$ cat src/rtl/lsu_pkg.sv
package lsu_pkg;

    // Data and address width of the core.
    localparam int XLEN = 32;

    // RV32I major opcodes of the memory instructions.
    localparam logic [6:0] OPC_LOAD  = 7'b0000011;
    localparam logic [6:0] OPC_STORE = 7'b0100011;

    // funct3 encodings of loads.
    localparam logic [2:0] F3_LB  = 3'b000;
    localparam logic [2:0] F3_LH  = 3'b001;
    localparam logic [2:0] F3_LW  = 3'b010;
    localparam logic [2:0] F3_LBU = 3'b100;
    localparam logic [2:0] F3_LHU = 3'b101;

    // funct3 encodings of stores.
    localparam logic [2:0] F3_SB = 3'b000;
    localparam logic [2:0] F3_SH = 3'b001;
    localparam logic [2:0] F3_SW = 3'b010;

    // Word i of the data memory holds i plus this value after reset.
    localparam logic [XLEN-1:0] FILL_BASE = 32'hFFFF0000;

    // Memory opcodes seen by the stage.
    typedef enum logic [3:0] {
        OP_NONE,
        OP_LB,
        OP_LH,
        OP_LW,
        OP_LBU,
        OP_LHU,
        OP_SB,
        OP_SH,
        OP_SW
    } mem_op_e;

endpackage

$ cat src/rtl/load_extract.sv
module load_extract (
    input  lsu_pkg::mem_op_e         op,
    input  logic [1:0]               addr_low,
    input  logic [lsu_pkg::XLEN-1:0] word,
    output logic [lsu_pkg::XLEN-1:0] data
);

    logic [7:0]  byte_sel;
    logic [15:0] half_sel;

    assign byte_sel = word[{addr_low, 3'b000} +: 8];
    assign half_sel = addr_low[1] ? word[31:16] : word[15:0];

    always_comb begin
        case (op)
            lsu_pkg::OP_LB: begin
                data = {{24{byte_sel[7]}}, byte_sel};
            end
            lsu_pkg::OP_LH: begin
                data = {{16{half_sel[15]}}, half_sel};
            end
            lsu_pkg::OP_LBU: begin
                data = {24'd0, byte_sel};
            end
            lsu_pkg::OP_LHU: begin
                data = {16'd0, half_sel};
            end
            default: begin
                // LW and anything else take the whole word.
                data = word;
            end
        endcase
    end

endmodule

$ cat config.mk
export PLATFORM = sky130hd
export DESIGN_NAME = load_extract
export DESIGN_NICKNAME = d
export VERILOG_FILES = /design/src/rtl/lsu_pkg.sv /design/src/rtl/load_extract.sv
export SDC_FILE = /design/constraint.sdc
export NUM_CORES = 1
export LEC_CHECK = 0
export BUFFER_PORTS_ARGS = -buffer_cell sky130_fd_sc_hd__clkbuf_2
export CAP_MARGIN = 0
export CORE_ASPECT_RATIO = 1.5
export CORE_MARGIN = 2
export CORE_UTILIZATION = 30
export DETAILED_ROUTE_END_ITERATION = 8
export PLACE_DENSITY_LB_ADDON = 0.12
export SLEW_MARGIN = 25
export SYNTH_ARGS = -nofsm -noshare
export SYNTH_HDL_FRONTEND = slang
export SYNTH_SLANG_ARGS = --single-unit
$ cat constraint.sdc
create_clock -name vclk -period 2.67
set_clock_uncertainty 0.05 [all_clocks]
set_input_delay 0.534 -clock vclk [all_inputs]
set_output_delay 0.534 -clock vclk [all_outputs]
set_load 0.01 [all_outputs]
After elaboration in Yosys (flattened, before gate mapping):

Cells that the tools add are included.

* divide/modulo/power cells: 0
* multiplexer cells: 2
* bitwise logic cells: 0
* multiply operators: 0
* eq/ne operators: 4
* add/sub/neg operators: 0
* reduce and logical (&&, ||, !) cells: 0
* shift operators: 1
* $lt $le $gt $ge: 0

Operators by type and width (number)
* one-hot mux 32 bit (4 select lines): 1
* variable part select 32 x 6 -> 8 bit: 1
* 2-to-1 mux 16 bit: 1
* == test 4 x 3 -> 1 bit, second input constant: 2
* == test 4 x 1 -> 1 bit, second input constant: 1
* == test 4 x 2 -> 1 bit, second input constant: 1

* memories kept: 0
* input port bits: 38
* word-level logic and storage cells: 7
* bits in latches: 0
* flip-flop bits (word level): 0
* memory bits (read-only): 0
* output and inout bits: 32
* RAM bits: 0

Longest topological paths before layout:

* depth after elaboration: 2
* gate-level depth with buffers: 6
* depth with buffers taken out: 4

Worst setup path before layout:

Ideal clock, no wire load.

* kind: in2out
* from: input port addr_low[1]
* to: output port data[16] (netlist name)
* stages on the path: 6
* slack: 366 ps
* buffers on the path: 2
* data required time: 2086 ps
* arrival: 1720 ps
* cell sequence: buf_6 -> mux4_2 -> nand3b_2 -> a211oi_4 -> buf_6 -> a21o_1

* longest elaborated chain between the ends: 2
* elaborated cells on any way between the ends: 3
* classes of those cells: shift (1); mux (2)

Ends and longest elaborated chain
* from (decl): line load_extract.sv:3 `input logic [1:0] addr_low,`
* variable part select 32 x 6 -> 8 bit or 2-to-1 mux 16 bit (tied branches): line load_extract.sv:11, load_extract.sv:12
* one-hot mux 32 bit (4 select lines) *: line load_extract.sv:15 `case (op)`
* to (decl): line load_extract.sv:5 `output logic [lsu_pkg::XLEN-1:0] data`

Every way passes the cells marked *; elsewhere a longest branch is shown, timed or not.

Worst setup path after layout:

* from: input port addr_low[1]
* to: output port data[27] (netlist name)

The elaborated chain is that of the path after synthesis.

==> flow_summary_export.csv <==
group,metric,value,unit
pwr,power_leakage,0.644,nW
synthesis,synth_top_family_by_area,"compound AO/OA/AOI/OAI gates",
timing,finalSetupViolations,0,
grt,grt_pass1_wl,4160,um
routing,avgRoutedWirePerCell,14.3,um
placed_design,hpwl,2380,um
finish,syn_to_final_growth,51.7,%
finish,ff_latch_area,0,um^2
timing,slew_headroom,53.1,%
finish,flops_and_latches,0,
synthesis,seq_area_frac_synth,0,%
floorplan,fp-row-count,23,
routing,drt_pass1_iterations,4,
synthesis,muxShareOfSynthArea,17.9,%
timing,tightest_slew,0.701,ns
routing,ant_nets,0,
routing,wl,2850,um
synthesis,synth_top_area_cell,"o221a_1",
routing,vias_per_cell,5.56,
pwr,finalPower,0.243,mW
synthesis,ys_warn_count,0,
setup_path,crit_path_end_kind,"output port",
placed_design,dpl_cell_area,0.00122,mm^2
synthesis,synth_top_area_share,21.0,%
run_status,status,"complete, no violations",
setup_path,cp.arrival,2.01,ns
floorplan,io_pins,70,
grt,antenna_found_initial,0,
placed_design,gp_congestion,0.780,
finish,drive_gt1_share,59.3,%
finish,instances_no_fill,199,
synthesis,netlist_instances,90,
timing,finalMaxSlewViolations,0,
worst_hold_path,holdCritPathClass,"in2out",
clock_network,cts_hold_buf,0,
synthesis,synth_compound_area_share,53.4,%
routing,drc,0,
synthesis,synth.most_common_cell,"a21o_1",
routing,drt_iter0_markers,19,
placed_design,dp_cells,199,
pwr,ir_worst_vdd,0.0746,mV
grt,grt_max_degree,18,
synthesis,synthTopCellsByCount,"a21o_1 (16), o221a_1 (15), mux2_2 (7), o22a_1 (7), nor2_1 (6)",
finish,diodes,0,
synthesis,synthAdderAreaFrac,0,%
synthesis,synth_xor_area_share,1.09,%
finish,utilization,46.7,%
timing,rsz0062_at_grt,"no",
synthesis,synth-simple-area-share,21.4,%
timing,hold_viol,0,
finish,n_clock_buffer,0,
clock_network,cts_resized,0,
routing,vias,1106,
routing,top_layer_used,"met4",
synthesis,synth_area_per_cell,8.95,um^2
job,drv_cap,0,
routing,route.met3.wl,164,um
timing,fmax,0.385,GHz
pwr,power_per_cell_area,199,mW/mm^2
synthesis,synth_cell_type_count,32,
setup_path,cp_data_required_time,2.09,ns
floorplan,die_h,67.5,um
timing,timing.final.crit_period,2.60,ns
grt,grt_overflow,0,
finish,final_area,0.00122,mm^2
grt,grt_pass1_vias,969,
routing,met2_wirelength,1600,um
timing,min_period_over_period,97.3,%
synthesis,synth_area,806,um^2
setup_path,path_max_fanout,16,
routing,wl_met1,1080,um
synthesis,synth_nets,128,
setup_path,start_kind,"primary input",
synthesis,synthTopCellsByArea,"o221a_1 (21%), a21o_1 (15%), mux2_2 (9.8%)",
setup_path,crit_type,"in2out",
floorplan,core_area,0.00262,mm^2
floorplan,die_w,46.3,um
clock_network,cts_setup_buffers,0,
floorplan,dieArea,0.00313,mm^2
timing,setup_tns,0,ns
placed_design,port_buffers,70,
finish,fin_nets,202,
grt,grt.total_usage,16.8,%
floorplan,initial_core_util,30.8,%
## critical path, stage by stage
cell      delay (ns)
clkbuf_2        0.11
mux4_2          0.35
nand3b_2        0.10
a211oi_4        0.65
a21o_1          0.15
clkbuf_2        0.12
## through the flow
step | worst slack (ns) | hold slack [ns]
4_1_cts | 0.0388 | 1.33
6_report | 0.0721 | 1.32
3_5_place_dp | 0.0515 | 1.33
3_3_place_gp | 0.0446 | 1.32
2_1_floorplan | 0.366 | 1.15
5_1_grt | 0.00904 | 1.34
## report_power, final
part	internal, mW	leakage, nW	switching [mW]
Sequential	0	0	0
Clock	0	0	0
Combinational	0.122	0.644	0.121
Total	0.122	0.644	0.121
## area by class of cell
cell class         count  area (um^2)
fillers              275         1400
well taps             37         46.3
repair buffers        79          418
multi-input cells     83          758
## worst paths after layout
path | startpoint | to | cells after the start
setup / recovery | addr_low[1] | data[27] | 6
hold / removal | word[18] | data[18] | 3
## kinds of logic after synthesis
family                 Yosys count
AND/OR/NAND/NOR                 25
multiplexers                    12
AO/OA/AOI/OAI                   45
buffers and inverters            7
XOR/XNOR                         1
## placed cells by master (no fill, tap or decap), types with 2 or more instances in the layout
cell type | synthesis | layout
clkbuf_2 | 0 | 70
o22a_1 | 7 | 7
nand3_2 | 2 | 2
o221a_1 | 15 | 15
nor2_1 | 6 | 5
mux2_2 | 7 | 7
nand2b_1 | 3 | 3
mux2_1 | 2 | 2
mux2i_1 | 2 | 2
nand2_1 | 2 | 2
nand3b_1 | 3 | 3
a21o_1 | 16 | 16
buf_4 | 1 | 9
## layer usage
| layer | vias up | track usage [%] |
|---|---|---|
| met5 | - | 0 |
| met4 | 0 | 3.57 |
| met3 | 2 | 0.535 |
| met2 | 54 | 33.3 |
| met1 | 521 | 18.7 |
| li1 | 529 | - |
(Power assumes the default switching activity.)
