### config.mk
export PLATFORM = sky130hd
export DESIGN_NAME = mem_op_decode
export DESIGN_NICKNAME = d
export VERILOG_FILES = /design/src/rtl/lsu_pkg.sv /design/src/rtl/mem_op_decode.sv
export SDC_FILE = /design/constraint.sdc
export NUM_CORES = 1
export LEC_CHECK = 0
export ABC_AREA = 0
export BUFFER_PORTS_ARGS = -buffer_cell sky130_fd_sc_hd__buf_2
export CORE_AREA = 2 2 39 41
export DETAILED_ROUTE_END_ITERATION = 6
export DIE_AREA = 0 0 41 43
export GPL_TIMING_DRIVEN = 0
export SLEW_MARGIN = 20
export SYNTH_ARGS = -nofsm -noshare
export SYNTH_HDL_FRONTEND = slang
export SYNTH_SLANG_ARGS = --single-unit
### constraint.sdc
create_clock -name vclk -period 1.8
set_input_delay 0.18 -clock vclk [all_inputs]
set_output_delay 0.18 -clock vclk [all_outputs]
set_load 0.1 [all_outputs]
### src/rtl/lsu_pkg.sv
package lsu_pkg;

    // Data and address width of the core.
    localparam int XLEN = 32;

    // RV32I major opcodes of the memory instructions.
    localparam logic [6:0] OPC_LOAD  = 7'b0000011;
    localparam logic [6:0] OPC_STORE = 7'b0100011;

    // funct3 encodings of loads.
    localparam logic [2:0] F3_LB  = 3'b000;
    localparam logic [2:0] F3_LH  = 3'b001;
    localparam logic [2:0] F3_LW  = 3'b010;
    localparam logic [2:0] F3_LBU = 3'b100;
    localparam logic [2:0] F3_LHU = 3'b101;

    // funct3 encodings of stores.
    localparam logic [2:0] F3_SB = 3'b000;
    localparam logic [2:0] F3_SH = 3'b001;
    localparam logic [2:0] F3_SW = 3'b010;

    // Word i of the data memory holds i plus this value after reset.
    localparam logic [XLEN-1:0] FILL_BASE = 32'hFFFF0000;

    // Memory opcodes seen by the stage.
    typedef enum logic [3:0] {
        OP_NONE,
        OP_LB,
        OP_LH,
        OP_LW,
        OP_LBU,
        OP_LHU,
        OP_SB,
        OP_SH,
        OP_SW
    } mem_op_e;

endpackage

### src/rtl/mem_op_decode.sv
module mem_op_decode (
    input  logic [lsu_pkg::XLEN-1:0] inst,
    output lsu_pkg::mem_op_e         op
);

    logic [6:0] opcode;
    logic [2:0] funct3;

    assign opcode = inst[6:0];
    assign funct3 = inst[14:12];

    always_comb begin
        op = lsu_pkg::OP_NONE;
        if (opcode == lsu_pkg::OPC_LOAD) begin
            case (funct3)
                lsu_pkg::F3_LB:  op = lsu_pkg::OP_LB;
                lsu_pkg::F3_LH:  op = lsu_pkg::OP_LH;
                lsu_pkg::F3_LW:  op = lsu_pkg::OP_LW;
                lsu_pkg::F3_LBU: op = lsu_pkg::OP_LBU;
                lsu_pkg::F3_LHU: op = lsu_pkg::OP_LHU;
                default:         op = lsu_pkg::OP_NONE;
            endcase
        end else if (opcode == lsu_pkg::OPC_STORE) begin
            case (funct3)
                lsu_pkg::F3_SB: op = lsu_pkg::OP_SB;
                lsu_pkg::F3_SH: op = lsu_pkg::OP_SH;
                lsu_pkg::F3_SW: op = lsu_pkg::OP_SW;
                default:        op = lsu_pkg::OP_NONE;
            endcase
        end
    end

endmodule

After elaboration in Yosys (flattened, before gate mapping). Cells that the tools add are included.

Equality and inequality tests: 6. Muxes and demuxes: 4. Reduce and logical (&&, ||, !) cells: 1.

Operator list (count): 3-bit one-hot mux with 5 select lines (1); 4-bit one-hot mux with 3 select lines (1); 4-bit two-way mux (2); 7-bit by 2-bit == test with 1-bit output (second input constant) (1); 7-bit by 6-bit == test with 1-bit output (second input constant) (1); 3-bit == test (second input constant) (2); 3-bit by 1-bit == test with 1-bit output (second input constant) (1); 3-bit by 2-bit == test with 1-bit output (second input constant) (1); 3-bit zero test (1).

Register bits after elaboration: 0. Bits of input ports: 32. Output and inout port bits: 4. Logic and storage cells: 11.

Depth between registers and ports, before layout. Gate-level depths: netlist of the first run.

Depth in word-level cells: 4. Mapped depth: 3. Mapped depth without buffers: 3.

Worst setup path after synthesis of the first run. Ideal clock, no wire load.

Kind: input to output. Start: input inst[3] in the netlist's numbering. End: output op[1]. Arrival: 2.676 ns. Required time: 1.620 ns. Setup slack: -1.056 ns. Stages on the path: 3. Path buffers: 0. Cells stage by stage: nor4_2 > nand3_2 > nor3_1.

Word-level cells in the longest chain between the ends: 3. Elaborated cells between the ends (all ways): 4. Those cells by class: eq/ne: 2; mux: 2.

RTL lines: from (decl) (line mem_op_decode.sv:2) `input logic [lsu_pkg::XLEN-1:0] inst,`; 7-bit by 6-bit == test with 1-bit output (line mem_op_decode.sv:23) `end else if (opcode == lsu_pkg::OPC_STORE) begin`; 4-bit two-way mux (line mem_op_decode.sv:23); 4-bit two-way mux (*) (line mem_op_decode.sv:14) `if (opcode == lsu_pkg::OPC_LOAD) begin`; to (decl) (line mem_op_decode.sv:3) `output lsu_pkg::mem_op_e op`.

Mark *: on every way between the ends. The rest lies on a longest branch, timed or not.

Worst setup path in the final report of the first run.
Start: input inst[3] in the netlist's numbering. End: output op[3].

The elaborated chain is that of the path after synthesis.

==> flow_summary.rst, run 1 <==
.. list-table::
   :header-rows: 1

   * - Metric
     - Value
   * - Most frequent standard cell in the layout excluding fill and tap cells
     - buf_2
   * - DP Wirelength
     - 309.1 um
   * - Number of buffer cells added on primary ports
     - 14
   * - Path type of the worst setup path
     - in2out
   * - Arrival time of the worst setup path
     - ~1.5 ns
   * - Routability-driven placement congestion ratio
     - 0.4855
   * - Seq/Total Area, Yosys
     - 0%
   * - Commonest cells after routing, fill and taps aside
     - buf_2, nor4_4, nor3_2
   * - Antenna-violating nets left
     - 0
   * - CP Capture Type
     - output port
   * - Number of pins with negative max-slew slack in the final report
     - 0
   * - Leakage power figure
     - 0.00009931 uW
   * - Combinational family with the most area after synthesis
     - simple AND/OR/NAND/NOR gates
   * - Floorplan die width
     - 41 um
   * - Average vias per placed instance
     - 3.571
   * - Global routing usage summed across all routing layers
     - 3.197%
   * - Detailed-route wire length per cell
     - between 7 and 8 um
   * - Number of sequential storage elements
     - 0
   * - DRC violation count after routing
     - 0
   * - Post-synthesis share of cell area spent on full adders, half adders and majority gates
     - 0%
   * - First-pass GRT wire length
     - approximately 420 um
   * - Largest net degree at the start of global routing
     - 5
   * - I/O pin count
     - 36
   * - Hold-fix buffers, CTS
     - 0
   * - Areal power density over the cells
     - ~150 nW/um^2
   * - Fraction of the mapped netlist area in simple logic gates
     - between 70% and 80%
   * - Post-route minimum period
     - roughly 1.7 ns
   * - Initial antenna violation count
     - 0
   * - Growth of design area from synthesis to finish
     - 127.0%
   * - Worst Setup Start Kind
     - input port
   * - Via count of the first global-routing pass
     - between 100 and 150
   * - Critical Path RT
     - 1.62 ns
   * - Peak VDD IR
     - 0.00004774 V
   * - Die extent in y
     - approximately 43 um
   * - Count of inserted antenna diode cells
     - 0
   * - Placement row count
     - 14
   * - Crit path max fanout
     - 4
   * - Drt initial violations
     - 0
   * - Area used by multi-input combinational logic
     - 120.1 um^2
   * - Classification of the worst-slack hold path
     - in2out
   * - Maximum frequency from static timing analysis
     - 0.5944 GHz
   * - Synthesized netlist cell count
     - 12
   * - # nets final
     - 60
   * - Part of the cycle the worst path needs
     - 93.47%
   * - Max-capacitance violation count
     - 0
   * - Run status
     - finished clean
   * - Number of nets produced by synthesis
     - 44
   * - Number of clock buffers in the layout
     - 0
   * - Cell area after synthesis
     - 92.59 um^2
   * - Fraction of layout instances using a drive strength above 1
     - between 70% and 80%
   * - Pin slew with the least headroom to its limit
     - 0.4858 ns
   * - Worst setup path startpoint
     - inst[3]
   * - Post-Synth XOR/XNOR Area
     - around a fifth
   * - Core Box Area
     - between 1000 and 1500 um^2
   * - Setup violations, final
     - 0
   * - Post-synthesis cell type count
     - 9
   * - Synthesized area per cell
     - around 7.7 um^2
   * - Effective utilization at floorplan
     - 6.691%
   * - Synthesis Warnings
     - 0
   * - Total global routing overflow
     - 0
   * - Count of non-filler cells in the finished layout
     - 42
   * - Detailed Routing Iterations Pass 1
     - 1
   * - Footprint of the flip-flops and latches
     - 0 um^2
   * - Compound-cell area share of the yosys netlist
     - 10.81%
   * - CP endpoint
     - op[3]
   * - Die area
     - 1763 um^2
   * - # resized after CTS
     - 0
   * - Fillcell total
     - 160
   * - Total wirelength of the detailed-routed design
     - 334 um
   * - Number of cells in the design after placement
     - 42
   * - Worst slew margin relative to its limit
     - 67.84%
   * - Unrepaired setup endpoints after global routing
     - false
   * - Portion of netlist area occupied by mux cells
     - 0%
   * - Final Hold Violating Endpoints
     - 0
   * - Total vias in the final route
     - 150
   * - Hold slack
     - 0.8144 ns
   * - Post-CTS setup buffer count
     - 0
## final cells by class
cell class | count | area share [%]
Multi-Input combinational cell | 12 | 57.14
Tap cell | 16 | 9.524
Timing Repair Buffer | 14 | 33.33
## critical path, cell delays in order
cell     delay (ns)
buf_2          0.11
nor4_4         0.27
nand3_2        0.18
nor4_4         0.30
buf_2          0.46
## Yosys cell counts
| cell type | number | share of area [%] |
|---|---|---|
| nor3_1 | 3 | 16 |
| nor4_2 | 2 | 27 |
| nand2_1 | 1 | 4.1 |
| nand3_2 | 1 | 11 |
| nor2_1 | 1 | 4.1 |
| nor3b_1 | 1 | 8.1 |
| o21ba_1 | 1 | 11 |
| xnor2_1 | 1 | 9.5 |
| xor2_1 | 1 | 9.5 |
## kinds of logic (layout without fill, tap and decap cells)
group                     count (synthesis)  after routing
buffers and inverters                     0             14
xor gates and xnor gates                  2              2
and+or+nand+nor                           9              9
AOI/OAI and AO/OA                         1              1
## layer usage
layer,track usage (%),share of wire [%],up-vias
li1,-,-,74
met1,3.481,39,63
met2,6.563,44,13
met3,0,17,0
met4,0,0,0
met5,0,0,-
## worst min-delay path by stage
stage                  start     to  slack, ns  cells past startpoint
floorplan           inst[12]  op[3]       0.47                      1
global placement    inst[13]  op[2]       0.81                      3
detailed placement  inst[13]  op[2]       0.82                      3
CTS                 inst[13]  op[2]       0.82                      3
global route        inst[13]  op[2]       0.83                      3
finish              inst[13]  op[2]       0.81                      3
## report_power, final
group	internal, uW	leakage (uW)	switching (uW)
combinational	13.6	0.0000993	18.5
sequential	0	0	0
clock	0	0	0
## stage by stage
stage / setup WS, ns / area [um^2] / total power, uW / utilization (%) / setup TNS [ns]
floorplan: -0.2059 / 120.1 / 12.36 / - / -0.5136
global placement: 0.1268 / 210.2 / 31.50 / 15.19 / 0
detailed placement: 0.07762 / 210.2 / 32.51 / 15.19 / 0
CTS: 0.07780 / 210.2 / 32.59 / 15.19 / 0
global route: 0.03631 / 210.2 / 34.62 / 15.19 / 0
finish: 0.1175 / 210.2 / 32.10 / 15.19 / 0
No activity file was read; power rests on OpenSTA's default activity.
==> run 2, diff against run 1 <==
Settings changed: RECOVER_POWER set to 25, SLEW_MARGIN 20 to unset.
Clock period 1.8 ns to 1.89 ns, I/O delays scaled along.
==> run 2 against run 1 <==
Core utilization is 0.63 points lower; critical endpoint unchanged; wire length increased by 15%; combinational power fell by 9.7%; largest cell class unchanged; via count up 1.3%; highest routed layer unchanged; largest power group unchanged.
==> flow_summary.rst, run 2 (synthesis results as in run 1) <==
.. list-table::
   :header-rows: 1

   * - Metric
     - Value
   * - Run status
     - finished clean
   * - # resized after CTS
     - 0 (unchanged)
   * - Total vias in the final route
     - 152 (+1.3%)
   * - Crit path setup slack, layout
     - 0.2435 ns (+0.1260 ns)
   * - Effective utilization at floorplan
     - 6.691% (unchanged)
   * - Hold slack
     - 0.8561 ns (+0.04176 ns)
   * - Maximum frequency from static timing analysis
     - 0.6074 GHz
   * - Detailed Routing Iterations Pass 1
     - 1 (unchanged)
   * - Critical Path RT
     - 1.70 ns (+0.08 ns)
   * - Most frequent standard cell in the layout excluding fill and tap cells
     - buf_2
   * - DP Wirelength
     - 343.2 um (+11%)
   * - Peak VDD IR
     - 0.00001739 V (-64%)
   * - Arrival time of the worst setup path
     - 1.46 ns (-0.04 ns)
   * - Detailed-route wire length per cell
     - 9.119 um (+15%)
   * - Worst path most repeated cell
     - buf_2
   * - Cell family with the largest share of critical-path delay
     - simple AND/OR/NAND/NOR gates
   * - Total wirelength of the detailed-routed design
     - 383 um (+15%)
   * - Number of clock buffers in the layout
     - 0 (unchanged)
   * - Via count of the first global-routing pass
     - 123 (-0.81%)
   * - Die extent in y
     - 43 um (unchanged)
   * - Global routing usage summed across all routing layers
     - 3.696% (+0.50 points)
   * - Part of the cycle the worst path needs
     - around 87%
   * - Path type of the worst setup path
     - in2out
   * - Count of inserted antenna diode cells
     - 0 (unchanged)
   * - Post-Place Setup Slack
     - 0.2355 ns (+0.1579 ns)
   * - Number of buffer cells added on primary ports
     - 14 (unchanged)
   * - Setup violations, final
     - 0 (unchanged)
   * - Drt initial violations
     - 0 (unchanged)
   * - Areal power density over the cells
     - 144.0 nW/um^2 (-5.7%)
   * - Unrepaired setup endpoints after global routing
     - false
   * - Post-CTS setup buffer count
     - 0 (unchanged)
   * - Worst Setup Start Kind
     - input port
   * - Footprint of the flip-flops and latches
     - 0 um^2 (unchanged)
   * - Pin slew with the least headroom to its limit
     - 0.5426 ns (+0.05683 ns)
   * - CP Capture Type
     - output port
   * - Worst slew margin relative to its limit
     - 63.98% (-3.9 points)
   * - Average vias per placed instance
     - 3.619 (+1.3%)
   * - Fillcell total
     - 167 (+4.4%)
   * - # nets final
     - 60 (unchanged)
   * - Depth of the critical timing path with buffers and inverters included
     - 5 (unchanged)
   * - Number of pins with negative max-slew slack in the final report
     - 0 (unchanged)
   * - Final Hold Violating Endpoints
     - 0 (unchanged)
   * - Fraction of layout instances using a drive strength above 1
     - 73.08% (unchanged)
   * - I/O pin count
     - 36 (unchanged)
   * - Floorplan die width
     - 41 um (unchanged)
   * - Total global routing overflow
     - 0 (unchanged)
   * - Post-route minimum period
     - 1.646 ns
   * - Number of cells in the design after placement
     - 42 (unchanged)
   * - Number of cells on the worst hold path
     - 3 (unchanged)
   * - Start point of the worst hold path
     - inst[12]
   * - DRC violation count after routing
     - 0 (unchanged)
   * - Commonest cells after routing, fill and taps aside
     - buf_2, nor3_2
   * - Routability-driven placement congestion ratio
     - 0.4250 (-12%)
   * - Peak per-stage delay on the critical path
     - 0.46 ns (about the same)
   * - Largest net degree at the start of global routing
     - 5 (unchanged)
   * - Die area
     - 1763 um^2 (unchanged)
   * - Cell at the slowest stage of the critical path
     - buf_2
   * - Initial antenna violation count
     - 0 (unchanged)
   * - Cell area after layout
     - 201.4 um^2 (-4.2%)
   * - Final core area utilization
     - 14.56% (-0.63 points)
   * - Critical path cell sequence
     - buf_2, nor4_2, nand3_2, nor4_4, buf_2
   * - First-pass GRT wire length
     - 489 um (+16%)
   * - Placement row count
     - 14 (unchanged)
   * - Max-capacitance violation count
     - 0 (unchanged)
   * - Number of sequential storage elements
     - 0 (unchanged)
   * - Leakage power figure
     - 0.00009676 uW (-2.6%)
   * - Hold-fix buffers, CTS
     - 0 (unchanged)
   * - Core Box Area
     - 1384 um^2 (unchanged)
   * - Growth of design area from synthesis to finish
     - 117.6%
   * - Antenna-violating nets left
     - 0 (unchanged)
   * - Count of non-filler cells in the finished layout
     - 42 (unchanged)
   * - Crit path max fanout
     - 4 (unchanged)
   * - Placed cell areas
     - 201.4 um^2 (-4.2%)
   * - Count of buffer and inverter cells on the critical path
     - 2 (unchanged)
   * - WHS Endpoint
     - op[3]
   * - Classification of the worst-slack hold path
     - in2out
## run 2: area by class of cell
cell class                 instances  area (um^2)  area share, %
timing repair buffer              14        70.07          34.78
tap                               16        20.02          9.938
multi-input combinational         12        111.4          55.28
## run 2: worst max-delay path by stage
stage,startpoint,endpoint,slack [ns]
after floorplan,inst[3],op[1],-0.16
after global placement,inst[3],op[0],0.27
after detailed placement,inst[3],op[3],0.24
after CTS,inst[3],op[3],0.24
after global routing,inst[3],op[3],0.17
final,inst[3],op[3],0.24
## run 2: power by group
| part | switching (uW) | internal [uW] | leakage (uW) |
|---|---|---|---|
| logic | 16.6 | 12.4 | 0.0000968 |
| clock network | 0 | 0 | 0 |
| registers | 0 | 0 | 0 |
## run 2: per-layer routing
| metal | wire, um | part of all wire, % | global-route usage (%) |
|---|---|---|---|
| met1 | 127 | 33 | 4.747 |
| met2 | 176 | 46 | 6.875 |
| met3 | 79 | 21 | 0 |
| met4 | 0 | 0 | 0 |
| met5 | 0 | 0 | 0 |
## run 2: tightest hold or removal path: stages
cell and delay, ns:
buf_2 0.14, nor4_4 0.05, buf_2 0.28
## run 2: per-stage QoR
stage | total power (uW) | TNS [ns]
floorplan | 11.26 | -0.3117
global route | 31.79 | 0
CTS | 29.42 | 0
finish | 29.01 | 0
global placement | 28.15 | 0
detailed placement | 29.25 | 0
