### config.mk
export PLATFORM = sky130hd
export DESIGN_NAME = store_align
export DESIGN_NICKNAME = d
export VERILOG_FILES = /design/src/rtl/lsu_pkg.sv /design/src/rtl/store_align.sv
export SDC_FILE = /design/constraint.sdc
export NUM_CORES = 1
export LEC_CHECK = 0
export BUFFER_PORTS_ARGS = -buffer_cell sky130_fd_sc_hd__buf_2
export CAP_MARGIN = 0
export CORE_MARGIN = 1
export CORE_UTILIZATION = 34
export DETAILED_ROUTE_END_ITERATION = 6
export PLACE_DENSITY = 0.8
export SLEW_MARGIN = 0
export SYNTH_ARGS = -nofsm -noshare
export SYNTH_HDL_FRONTEND = slang
export SYNTH_SLANG_ARGS = --single-unit
### constraint.sdc
create_clock -name vclk -period 0.9
set_input_delay 0.09 -clock vclk [all_inputs]
set_output_delay 0.09 -clock vclk [all_outputs]
set_load 0.01 [all_outputs]
### src/rtl/lsu_pkg.sv
package lsu_pkg;

    // Data and address width of the core.
    localparam int XLEN = 32;

    // RV32I major opcodes of the memory instructions.
    localparam logic [6:0] OPC_LOAD  = 7'b0000011;
    localparam logic [6:0] OPC_STORE = 7'b0100011;

    // funct3 encodings of loads.
    localparam logic [2:0] F3_LB  = 3'b000;
    localparam logic [2:0] F3_LH  = 3'b001;
    localparam logic [2:0] F3_LW  = 3'b010;
    localparam logic [2:0] F3_LBU = 3'b100;
    localparam logic [2:0] F3_LHU = 3'b101;

    // funct3 encodings of stores.
    localparam logic [2:0] F3_SB = 3'b000;
    localparam logic [2:0] F3_SH = 3'b001;
    localparam logic [2:0] F3_SW = 3'b010;

    // Word i of the data memory holds i plus this value after reset.
    localparam logic [XLEN-1:0] FILL_BASE = 32'hFFFF0000;

    // Memory opcodes seen by the stage.
    typedef enum logic [3:0] {
        OP_NONE,
        OP_LB,
        OP_LH,
        OP_LW,
        OP_LBU,
        OP_LHU,
        OP_SB,
        OP_SH,
        OP_SW
    } mem_op_e;

endpackage

### src/rtl/store_align.sv
module store_align (
    input  lsu_pkg::mem_op_e         op,
    input  logic [1:0]               addr_low,
    input  logic [lsu_pkg::XLEN-1:0] wdata,
    output logic [3:0]               byte_en,
    output logic [lsu_pkg::XLEN-1:0] lane_data
);

    // Narrow stores copy their data onto every lane so that the
    // enables alone pick the target bytes.
    always_comb begin
        byte_en   = 4'b0000;
        lane_data = wdata;
        case (op)
            lsu_pkg::OP_SB: begin
                byte_en   = 4'b0001 << addr_low;
                lane_data = {4{wdata[7:0]}};
            end
            lsu_pkg::OP_SH: begin
                byte_en   = addr_low[1] ? 4'b1100 : 4'b0011;
                lane_data = {2{wdata[15:0]}};
            end
            lsu_pkg::OP_SW: begin
                byte_en   = 4'b1111;
                lane_data = wdata;
            end
            default: begin
                byte_en   = 4'b0000;
                lane_data = wdata;
            end
        endcase
    end

endmodule

---- After elaboration in Yosys (flattened, before gate mapping) ----
Cells that the tools add are included.
cells by class
  equality and inequality tests ........... 3
  shift operators ......................... 1
  muxes and demuxes ....................... 3
operator list
  kind                 number
  $pmux 32 s2          1
  $pmux 4 s3           1
  $eq 4x3->1 const B   2
  $eq 4x4->1 const B   1
  $mux 4               1
  $shl 1x2->4 const A  1
word-level totals
  input port bits ......................... 38
  bits in registers ....................... 0
  logic and storage cells ................. 7

---- Longest topological paths before layout ----
Gate-level depths: netlist of run 1.
  depth after elaboration ................. 2
  gate-level depth with buffers ........... 3
  mapped depth without buffers ............ 2

---- Worst setup path before layout of run 1 ----
OpenSTA, ideal clock, no wires.
  kind .................................... input port to output port
  from .................................... in op[3]
  to ...................................... out lane_data[10] in the netlist's numbering
  data required time ...................... 0.810 ns
  stages .................................. 3
  data arrival time ....................... 0.813 ns
  buffers on the path ..................... 1
  slack ................................... -0.003 ns
  cell sequence ........................... and4bb_1 > buf_6 > mux2_4
on the way
  cells in the longest elaborated chain, start to end .. 2
  elaborated cells on any way between the ends .. 3
  classes of those cells .................. eq/ne (2); mux (1)
RTL lines
  element          RTL line           RTL
  start, declared  store_align.sv:2   input lsu_pkg::mem_op_e op,
  $eq 4x3->1       store_align.sv:14  case (op)
  $pmux 32 s2 *    store_align.sv:14
  end, declared    store_align.sv:6   output logic [lsu_pkg::XLEN-1:0] lane_data
Mark *: on every way between the ends. The rest lies on a longest branch, timed or not.

---- Final worst setup path of run 1 ----
  from .................................... in op[3]
  to ...................................... out lane_data[8] in the netlist's numbering
The elaborated chain is that of the path after synthesis.

==> qor.csv, run 1 <==
stage,metric,value,unit
outcome,run_status,"complete, but fails checks",
outcome,failed_checks,"DRC, setup timing",
global_route,antenna_found_initial,0,
place,place_congestion,0.676,
synth,synth.cells.most_frequent,"16 x sky130_fd_sc_hd__mux2_2, 16 x sky130_fd_sc_hd__mux2_4, 8 x sky130_fd_sc_hd__buf_4, 4 x sky130_fd_sc_hd__o31ai_1",
pwr,power-per-cell-area,509,nW/um2
worst_hold_path,hold_end,lane_data[6],
setup_path,timing.critical_path.from_type,primary input,
routing,drt_pre_antenna_iters,5,
place,port-buffer-count,74,
final_layout,stdcell_area,1150,um2
final_layout,ff_latch_area,0,um2
global_route,first_global_vias,657,
place,placedCellCount,143,
final_layout,drive_above_1_share,95.3,%
final_layout,fin_cells,144,
setup_path,path_class,primary input to primary output,
place,place.detailed.hpwl,1.50,mm
synth,gate_count_of_the_mapped_netlist,54,
synth,synth.area.top_cells,"sky130_fd_sc_hd__mux2_4 41%, sky130_fd_sc_hd__mux2_2 30%, sky130_fd_sc_hd__buf_4 10%",
global_route,overflow,0,
synth,sequential_element_share_of_the_synthesized_area,0,%
final_layout,num-nets-final,168,
routing,routed_wire_length_per_instance,13.7,um
synth,ys.warnings.count,0,
sta,finalSetupViolations,28,
final_layout,clkbuf_count,0,
floorplanning,floorplan.rows,14,
routing,drtIter0Drc,10,
final_layout,antenna_cells,0,
synth,yosysTopAreaCell,sky130_fd_sc_hd__mux2_4,
setup_path,worstSetupEndpointType,primary output,
sta,slew-limit-headroom,87.2,%
routing,antenna_violating_nets_post_route,0,
sta,minimum_clock_period,1.16,ns
sta,finalCritPeriodShare,129,%
floorplanning,top_level_ports,74,
floorplanning,coreArea,1560,um2
sta,achievable-frequency,862,MHz
setup_path,critPathMaxFanout,8,
routing,drc,3,
global_route,grt_pass1_wl,2.79,mm
sta,max_slew.worst_pin.slew,0.190,ns
synth,synth.distinct_cells,12,
sta,setup_ws,-0.260,ns
clock_tree,ctsHoldBuffers,0,
synth,postSynthAreaPerCell,11.0,um2
setup_path,critPathRequiredTime,0.81,ns
worst_hold_path,hold_path_startpoint,wdata[6],
synth,syn_area,593,um2
sta,totalNegativeSetupSlack,-5.95,ns
worst_hold_path,timing.hold.worst_path_depth,2,
global_route,maximum_number_of_pins_on_one_net_before_global_route_repair,12,
routing,num_vias,724,
setup_path,crit_arrival,1.07,ns
place,placed_cell_area,986,um2
final_layout,n_sequential_cell,0,
floorplanning,fp.dieH,43.8,um
job,cap_violations,0,
global_route,grt_usage,18.6,%
floorplanning,initial_core_util,38.0,%
pwr,vdd_ir_drop_max,0.281,mV
sta,grt_setup_unrepaired,true,
sta,finalMaxSlewViolations,0,
pwr,power.static_leakage,0.644,nW
routing,drt-total-wl,1.97,mm
sta,fin_worst_hold_slack,0.413,ns
floorplanning,floorplan.die.width,43.8,um
final_layout,flow.area_growth_from_synthesis,93.9,%
pwr,total_power,586,uW
floorplanning,die-area,1920,um2
sta,hold_fails_final_rpt,0,
routing,via_density_per_instance,5.03,
synth,syn-num-nets,92,
worst_hold_path,min-delay-path-class,primary input to primary output,
synth,netlist.area_leader.share,40.5,%
[routing by layer]
metal	global-route usage, %	vias to the layer above	routed length [um]
li1	-	346	-
met1	19.8	331	704
met2	39.1	45	1090
met3	1.67	2	159
met4	1.88	0	16
met5	0	-	0
[power by group]
group          switching, mW  total, mW  internal [mW]
Clock                      0          0              0
Combinational          0.221      0.586          0.365
Sequential                 0          0              0
[through the flow]
stage	setup WS [ns]	utilization, %
3_3_place_gp	-0.269	63.2
3_5_place_dp	-0.288	63.2
4_1_cts	-0.266	70.1
6_report	-0.260	73.8
5_1_grt	-0.286	73.8
2_1_floorplan	-0.00281	-
[layout by cell type (no fill, tap or decap)]
cell type,Yosys,final
sky130_fd_sc_hd__and2b_2,1,1
sky130_fd_sc_hd__and4bb_1,1,1
sky130_fd_sc_hd__buf_12,0,1
sky130_fd_sc_hd__buf_2,2,56
sky130_fd_sc_hd__buf_4,8,7
sky130_fd_sc_hd__buf_6,2,20
sky130_fd_sc_hd__buf_8,0,2
sky130_fd_sc_hd__inv_1,1,1
sky130_fd_sc_hd__mux2_2,16,13
sky130_fd_sc_hd__mux2_4,16,19
sky130_fd_sc_hd__nand3b_1,1,1
sky130_fd_sc_hd__nor2_1,1,1
sky130_fd_sc_hd__o31ai_1,4,2
sky130_fd_sc_hd__o31ai_2,0,2
sky130_fd_sc_hd__or4b_4,1,1
[worst max-delay path, cell delays in order]
cell	delay (ns)
sky130_fd_sc_hd__buf_6	0.10
sky130_fd_sc_hd__and4bb_1	0.30
sky130_fd_sc_hd__buf_12	0.15
sky130_fd_sc_hd__mux2_4	0.30
sky130_fd_sc_hd__buf_6	0.12
[worst max path at each step]
stage	start	end	slack, ns	depth (start not counted)
after CTS	op[0]	lane_data[8]	-0.27	5
after floorplan	op[3]	lane_data[10]	-0.003	3
after global routing	op[3]	lane_data[8]	-0.29	5
after detailed placement	op[3]	lane_data[8]	-0.29	5
final	op[3]	lane_data[8]	-0.26	5
after global placement	op[3]	lane_data[12]	-0.27	5
[kinds of logic after synthesis]
kind of cell,Yosys count,synth area share (%)
and+or+nand+nor,5,7.81
AOI/OAI and AO/OA,4,5.06
buffers and inverters,13,16.2
muxes,32,70.9
[layout make-up]
cell class,count,area (um2)
tap,16,20.0
timing repair buffer,86,608
inverter,1,3.75
fill,118,409
multi-input combinational,41,518
[timing repair]
| action | CTS | global route |
|---|---|---|
| setup buffers | 0 | 1 |
| gates resized for setup | 18 | 11 |
| pin swaps | 2 | 2 |
| endpoints found under the setup margin | 28 | 28 |
(Power assumes the default switching activity.)
==> inputs of run 2 (changes only) <==
--- a/config.mk
+++ b/config.mk
@@ -11,6 +11,7 @@
 export CORE_UTILIZATION = 34
 export DETAILED_ROUTE_END_ITERATION = 6
 export PLACE_DENSITY = 0.8
+export SETUP_SLACK_MARGIN = 0.1
 export SLEW_MARGIN = 0
 export SYNTH_ARGS = -nofsm -noshare
 export SYNTH_HDL_FRONTEND = slang
==> run 2 against run 1 <==
  * The flow still finishes with violations (DRC, setup timing)
  * Clock-buffer cell count unchanged
  * Sequential share of layout area unchanged
  * Total power increased by 18%
  * Setup slack got worse by 0.0050 ns
  * Die area unchanged
  * Core utilization increased by 11 points
  * Cell count increased by 4.2%
  * Routed wire length increased by 27%
  * Via count increased by 7.3%
  * Combinational power increased by 18%
  * Hold slack improved by 0.064 ns
  * Cell area increased by 15%
==> qor.csv, run 2 (same netlist as run 1, synthesis figures left out) <==
stage,metric,value,unit,change
routing,drtIter0Drc,7,,-3
pwr,p_int,439,uW,+20%
pwr,power_frac_clock,0,%,unchanged
setup_path,worstSetupEndpointType,primary output,,
floorplanning,die-area,1920,um2,unchanged
clock_tree,ctsHoldBuffers,0,,unchanged
final_layout,flow.area_growth_from_synthesis,124,%,
floorplanning,coreArea,1560,um2,unchanged
final_layout,stdcell_area,1330,um2,+15%
global_route,overflow,0,,unchanged
setup_path,critPathMaxFanout,8,,unchanged
routing,drc,4,,+1
sta,setup_ws,-0.265,ns,-0.00496 ns
final_layout,fillerInstances,84,,-29%
place,placed_cell_area,1070,um2,+8.5%
routing,antenna_violating_nets_post_route,0,,unchanged
routing,drt_pre_antenna_iters,6,,+1
pwr,seq_power_share,0,%,unchanged
global_route,antenna_found_initial,0,,unchanged
final_layout,clkbuf_count,0,,unchanged
sta,finalCritPeriodShare,129,%,+0.55 points
routing,via_density_per_instance,5.18,,+3.0%
setup_path,path_class,primary input to primary output,,
pwr,comb_power_share,100.0,%,about the same
final_layout,layout.cells.most_common,sky130_fd_sc_hd__buf_2,,
pwr,netSwitchingFraction,36.7,%,-0.97 points
job,cap_violations,0,,unchanged
pwr,vdd_ir_drop_max,0.321,mV,+14%
floorplanning,fp.dieH,43.8,um,unchanged
sta,totalNegativeSetupSlack,-6.63,ns,-0.679 ns
setup_path,crit_arrival,1.08,ns,about the same
sta,max_slew.worst_pin.slew,0.174,ns,-0.0162 ns
outcome,run_status,"complete, but fails checks",,
pwr,total_power,693,uW,+18%
global_route,grt_usage,20.2,%,+1.6 points
sta,finalSetupViolations,28,,unchanged
floorplanning,initial_core_util,38.0,%,unchanged
sta,finalMaxSlewViolations,0,,unchanged
routing,drt-total-wl,2.50,mm,+27%
outcome,failed_checks,"DRC, setup timing",,
routing,num_vias,777,,+7.3%
final_layout,num-nets-final,174,,+3.6%
floorplanning,floorplan.die.width,43.8,um,unchanged
sta,fin_worst_hold_slack,0.477,ns,+0.0642 ns
final_layout,n_sequential_cell,0,,unchanged
setup_path,timing.critical_path.from_type,primary input,,
setup_path,critPathRequiredTime,0.81,ns,about the same
place,place.detailed.hpwl,1.65,mm,+9.5%
final_layout,drive_above_1_share,96.3,%,+0.96 points
final_layout,antenna_cells,0,,unchanged
place,place_congestion,0.676,,about the same
sta,minimum_clock_period,1.17,ns,+0.00496 ns
pwr,power.static_leakage,0.742,nW,+15%
final_layout,layout.cells.most_common_list,"47 x sky130_fd_sc_hd__buf_2, 28 x sky130_fd_sc_hd__buf_6, 24 x sky130_fd_sc_hd__mux2_4",,
floorplanning,top_level_ports,74,,unchanged
global_route,first_global_vias,741,,+13%
global_route,grt_pass1_wl,2.99,mm,+7.2%
pwr,netSwitchingPower,254,uW,+15%
sta,achievable-frequency,858,MHz,-0.43%
sta,slew-limit-headroom,88.3,%,+1.1 points
pwr,power-per-cell-area,522,nW/um2,+2.5%
global_route,maximum_number_of_pins_on_one_net_before_global_route_repair,21,,+9
final_layout,ff_latch_area,0,um2,unchanged
worst_hold_path,min-delay-path-class,primary input to primary output,,
sta,grt_setup_unrepaired,true,,
routing,routed_wire_length_per_instance,16.6,um,+22%
floorplanning,floorplan.rows,14,,unchanged
place,port-buffer-count,74,,unchanged
sta,hold_fails_final_rpt,0,,unchanged
[run 2: changes by cell type in the layout (fill, tap and decap cells not counted), sizes merged]
cell,previous run,this run
buf,86,90
clkbuf,0,2
[run 2: worst max-delay path: stages]
cell and delay [ns]:
sky130_fd_sc_hd__buf_6 0.09, sky130_fd_sc_hd__and4bb_1 0.30, sky130_fd_sc_hd__buf_12 0.15, sky130_fd_sc_hd__mux2_4 0.31
sky130_fd_sc_hd__buf_6 0.13
[run 2: metrics by stage]
stage / setup WS (ns) / std cells / util [%]
after floorplan: -0.00281 / 54 / -
after global placement: -0.277 / 146 / 68.6
after detailed placement: -0.288 / 146 / 68.6
after CTS: -0.271 / 146 / 73.4
after global routing: -0.292 / 150 / 85.2
final: -0.265 / 150 / 85.2
[run 2: power groups by stage]
stage / sequential (mW) / combinational, mW / clock (mW)
floorplan: 0 / 0.308 / 0
global placement: 0 / 0.516 / 0
detailed placement: 0 / 0.532 / 0
CTS: 0 / 0.580 / 0
global route: 0 / 0.727 / 0
finish: 0 / 0.693 / 0
[run 2: what timing repair did]
| action | CTS | global route |
|---|---|---|
| setup endpoints to repair | 28 | 28 |
| gates cloned | 0 | 3 |
| resized for setup | 12 | 20 |
| setup buffers | 0 | 1 |
| pin swaps | 2 | 3 |
| endpoints found under the hold margin | 0 | 0 |
[run 2: metal layers]
layer	global-route usage [%]	share of wire, %
met1	15.8	30
met2	48.7	59
met3	1.67	5.9
met4	3.75	5.1
met5	0	0
[run 2: path summary, 6_finish.rpt]
kind / start / end / depth (start not counted)
setup / recovery: op[3] / lane_data[10] / 5
hold / removal: wdata[25] / lane_data[25] / 3
[run 2: area by class of cell]
type | instances | area [um2] | share of cell area (%)
Timing Repair Buffer | 92 | 753 | 56.7
Multi-Input combinational cell | 41 | 551 | 41.5
Inverter | 1 | 3.75 | 0.283
Tap cell | 16 | 20.0 | 1.51
==> inputs of run 3 (changes only) <==
--- a/config.mk
+++ b/config.mk
@@ -6,7 +6,7 @@
 export NUM_CORES = 1
 export LEC_CHECK = 0
 export BUFFER_PORTS_ARGS = -buffer_cell sky130_fd_sc_hd__buf_2
-export CAP_MARGIN = 0
+export CAP_MARGIN = 10
 export CORE_MARGIN = 1
 export CORE_UTILIZATION = 34
 export DETAILED_ROUTE_END_ITERATION = 6
==> constraint.sdc (replaced) <==
create_clock -name vclk -period 1.09
set_input_delay 0.109 -clock vclk [all_inputs]
set_output_delay 0.109 -clock vclk [all_outputs]
set_load 0.01 [all_outputs]
==> run 3 against run 2 <==
  * The run still ends with DRC, setup timing left
  * Setup slack better by 0.15 ns
  * Non-clock buffer count decreased by 12
  * Combinational power shrank 32%
  * Global-route usage fell by 3.6 points
  * Largest power group unchanged
  * First-iteration DRC count decreased by 14%
  * Clock-buffer cell count unchanged
  * Die area stayed put
  * Core utilization shrank 13 points
  * Hold slack got worse by 0.027 ns
  * Cell count is 8.0% lower
  * Critical path depth did not move
  * Sequential cell count is the same
==> qor.csv, run 3 (same netlist as run 1, synthesis figures left out) <==
stage,metric,value,unit,change
outcome,run_status,"complete, but fails checks",,
outcome,failed_checks,"DRC, setup timing",,
setup_path,critical_path.endpoint,lane_data[14],,
global_route,first_global_vias,636,,-14%
setup_path,crit_slowest_cell,sky130_fd_sc_hd__and4bb_1,,
setup_path,startpoint,op[3],,
place,place.detailed.hpwl,1.43,mm,-13%
pwr,power.static_leakage,0.633,nW,-15%
floorplanning,fp.dieH,43.8,um,unchanged
sta,fin_worst_hold_slack,0.450,ns,-0.0269 ns
setup_path,worstSetupEndpointType,primary output,,
final_layout,total_area_of_multi_input_combinational_cells,543,um2,-1.4%
routing,via_density_per_instance,4.94,,-4.6%
sta,setup_ws,-0.111,ns,+0.154 ns
sta,slew-limit-headroom,88.4,%,+0.096 points
final_layout,n_sequential_cell,0,,unchanged
global_route,overflow,0,,unchanged
pwr,vdd_ir_drop_max,0.245,mV,-24%
setup_path,critPathMaxFanout,4,,-4
routing,drt_pre_antenna_iters,5,,-1
setup_path,crit_top_cell,sky130_fd_sc_hd__buf_6,,
place,port-buffer-count,74,,unchanged
sta,grt_setup_unrepaired,true,,
setup_path,critPathRequiredTime,0.98,ns,+0.17 ns
routing,drtIter0Drc,6,,-1
clock_tree,ctsHoldBuffers,0,,unchanged
place,place_worst_setup_slack,-0.112,ns,+0.176 ns
final_layout,fin_cells,138,,-8.0%
final_layout,utilization,72.3,%,-13 points
final_layout,drive_above_1_share,95.9,%,-0.37 points
job,cap_violations,0,,unchanged
place,place_congestion,0.644,,-4.7%
floorplanning,floorplan.die.width,43.8,um,unchanged
setup_path,critPathMaxStageDelay,0.31,ns,about the same
final_layout,layout.cells.most_common,sky130_fd_sc_hd__buf_2,,
floorplanning,top_level_ports,74,,unchanged
global_route,grt_pass1_wl,2.53,mm,-15%
routing,drc,3,,-1
sta,hold_fails_final_rpt,0,,unchanged
sta,max_slew.worst_pin.slew,0.173,ns,-0.00143 ns
worst_hold_path,min-delay-path-class,primary input to primary output,,
setup_path,path_class,primary input to primary output,,
final_layout,fillerInstances,131,,+56%
final_layout,layout.cells.most_common_list,"55 x sky130_fd_sc_hd__buf_2, 24 x sky130_fd_sc_hd__buf_6, 22 x sky130_fd_sc_hd__mux2_4",,
pwr,total_power,472,uW,-32%
floorplanning,coreArea,1560,um2,unchanged
routing,antenna_violating_nets_post_route,0,,unchanged
global_route,maximum_number_of_pins_on_one_net_before_global_route_repair,13,,-38%
global_route,antenna_found_initial,0,,unchanged
sta,finalCritPeriodShare,110,%,
setup_path,crit_arrival,1.09,ns,about the same
final_layout,antenna_cells,0,,unchanged
final_layout,num-nets-final,162,,-6.9%
sta,minimum_clock_period,1.20,ns,
global_route,grt_usage,16.6,%,-3.6 points
place,placedCellCount,138,,-5.5%
pwr,power-per-cell-area,419,nW/um2,-20%
floorplanning,die-area,1920,um2,unchanged
final_layout,clkbuf_count,0,,unchanged
sta,finalMaxSlewViolations,0,,unchanged
floorplanning,initial_core_util,38.0,%,unchanged
setup_path,timing.critical_path.from_type,primary input,,
sta,finalSetupViolations,28,,unchanged
floorplanning,floorplan.rows,14,,unchanged
routing,drt-total-wl,1.76,mm,-30%
sta,achievable-frequency,832,MHz,
final_layout,flow.area_growth_from_synthesis,90.1,%,
routing,num_vias,682,,-12%
final_layout,ff_latch_area,0,um2,unchanged
routing,routed_wire_length_per_instance,12.7,um,-23%
setup_path,worstPathCellList,"buf_6, and4bb_1, buf_6, mux2_4, buf_6",,
[run 3: metal layers]
layer,track usage [%],vias to the layer above,part of all wire [%]
met3,0,2,6.8
met2,38.5,36,61
met5,0,-,0
met4,1.88,0,1.2
met1,15.6,312,31
li1,-,332,-
[run 3: what timing repair did]
action	in CTS	in global routing
gates resized for setup	24	13
buffers inserted	0	0
pin swaps	1	2
cloned	0	0
setup endpoints to repair	28	28
[run 3: area by class of cell]
cell class / count / share of cell area (%)
multi-input combinational: 41 / 48.2
tap: 16 / 1.78
timing repair buffer: 80 / 49.7
inverter: 1 / 0.333
[run 3: power breakdown]
part           leakage [nW]  internal (mW)  switching [mW]  total (mW)
Clock                     0              0               0           0
Sequential                0              0               0           0
Combinational         0.633          0.293           0.179       0.472
[run 3: worst min-delay path by stage]
| stage | startpoint | to | cells past startpoint |
|---|---|---|---|
| after CTS | wdata[6] | lane_data[6] | 2 |
| after global placement | wdata[2] | lane_data[2] | 2 |
| after global routing | wdata[3] | lane_data[3] | 2 |
| after detailed placement | wdata[6] | lane_data[6] | 2 |
| after floorplan | wdata[0] | lane_data[0] | 1 |
| final | wdata[1] | lane_data[1] | 2 |
[run 3: metrics by stage]
stage                     area (um2)  setup TNS, ns
after global placement           936          -1.66
after floorplan                  593              0
final                           1130          -1.52
after global routing            1130          -2.49
after detailed placement         936          -1.91
after CTS                       1070          -1.66
[run 3: critical path, delay by kind of cell]
kind,cells,cell delay [ns]
mux,1,0.31
buf+inv,3,0.36
simple gates,1,0.31
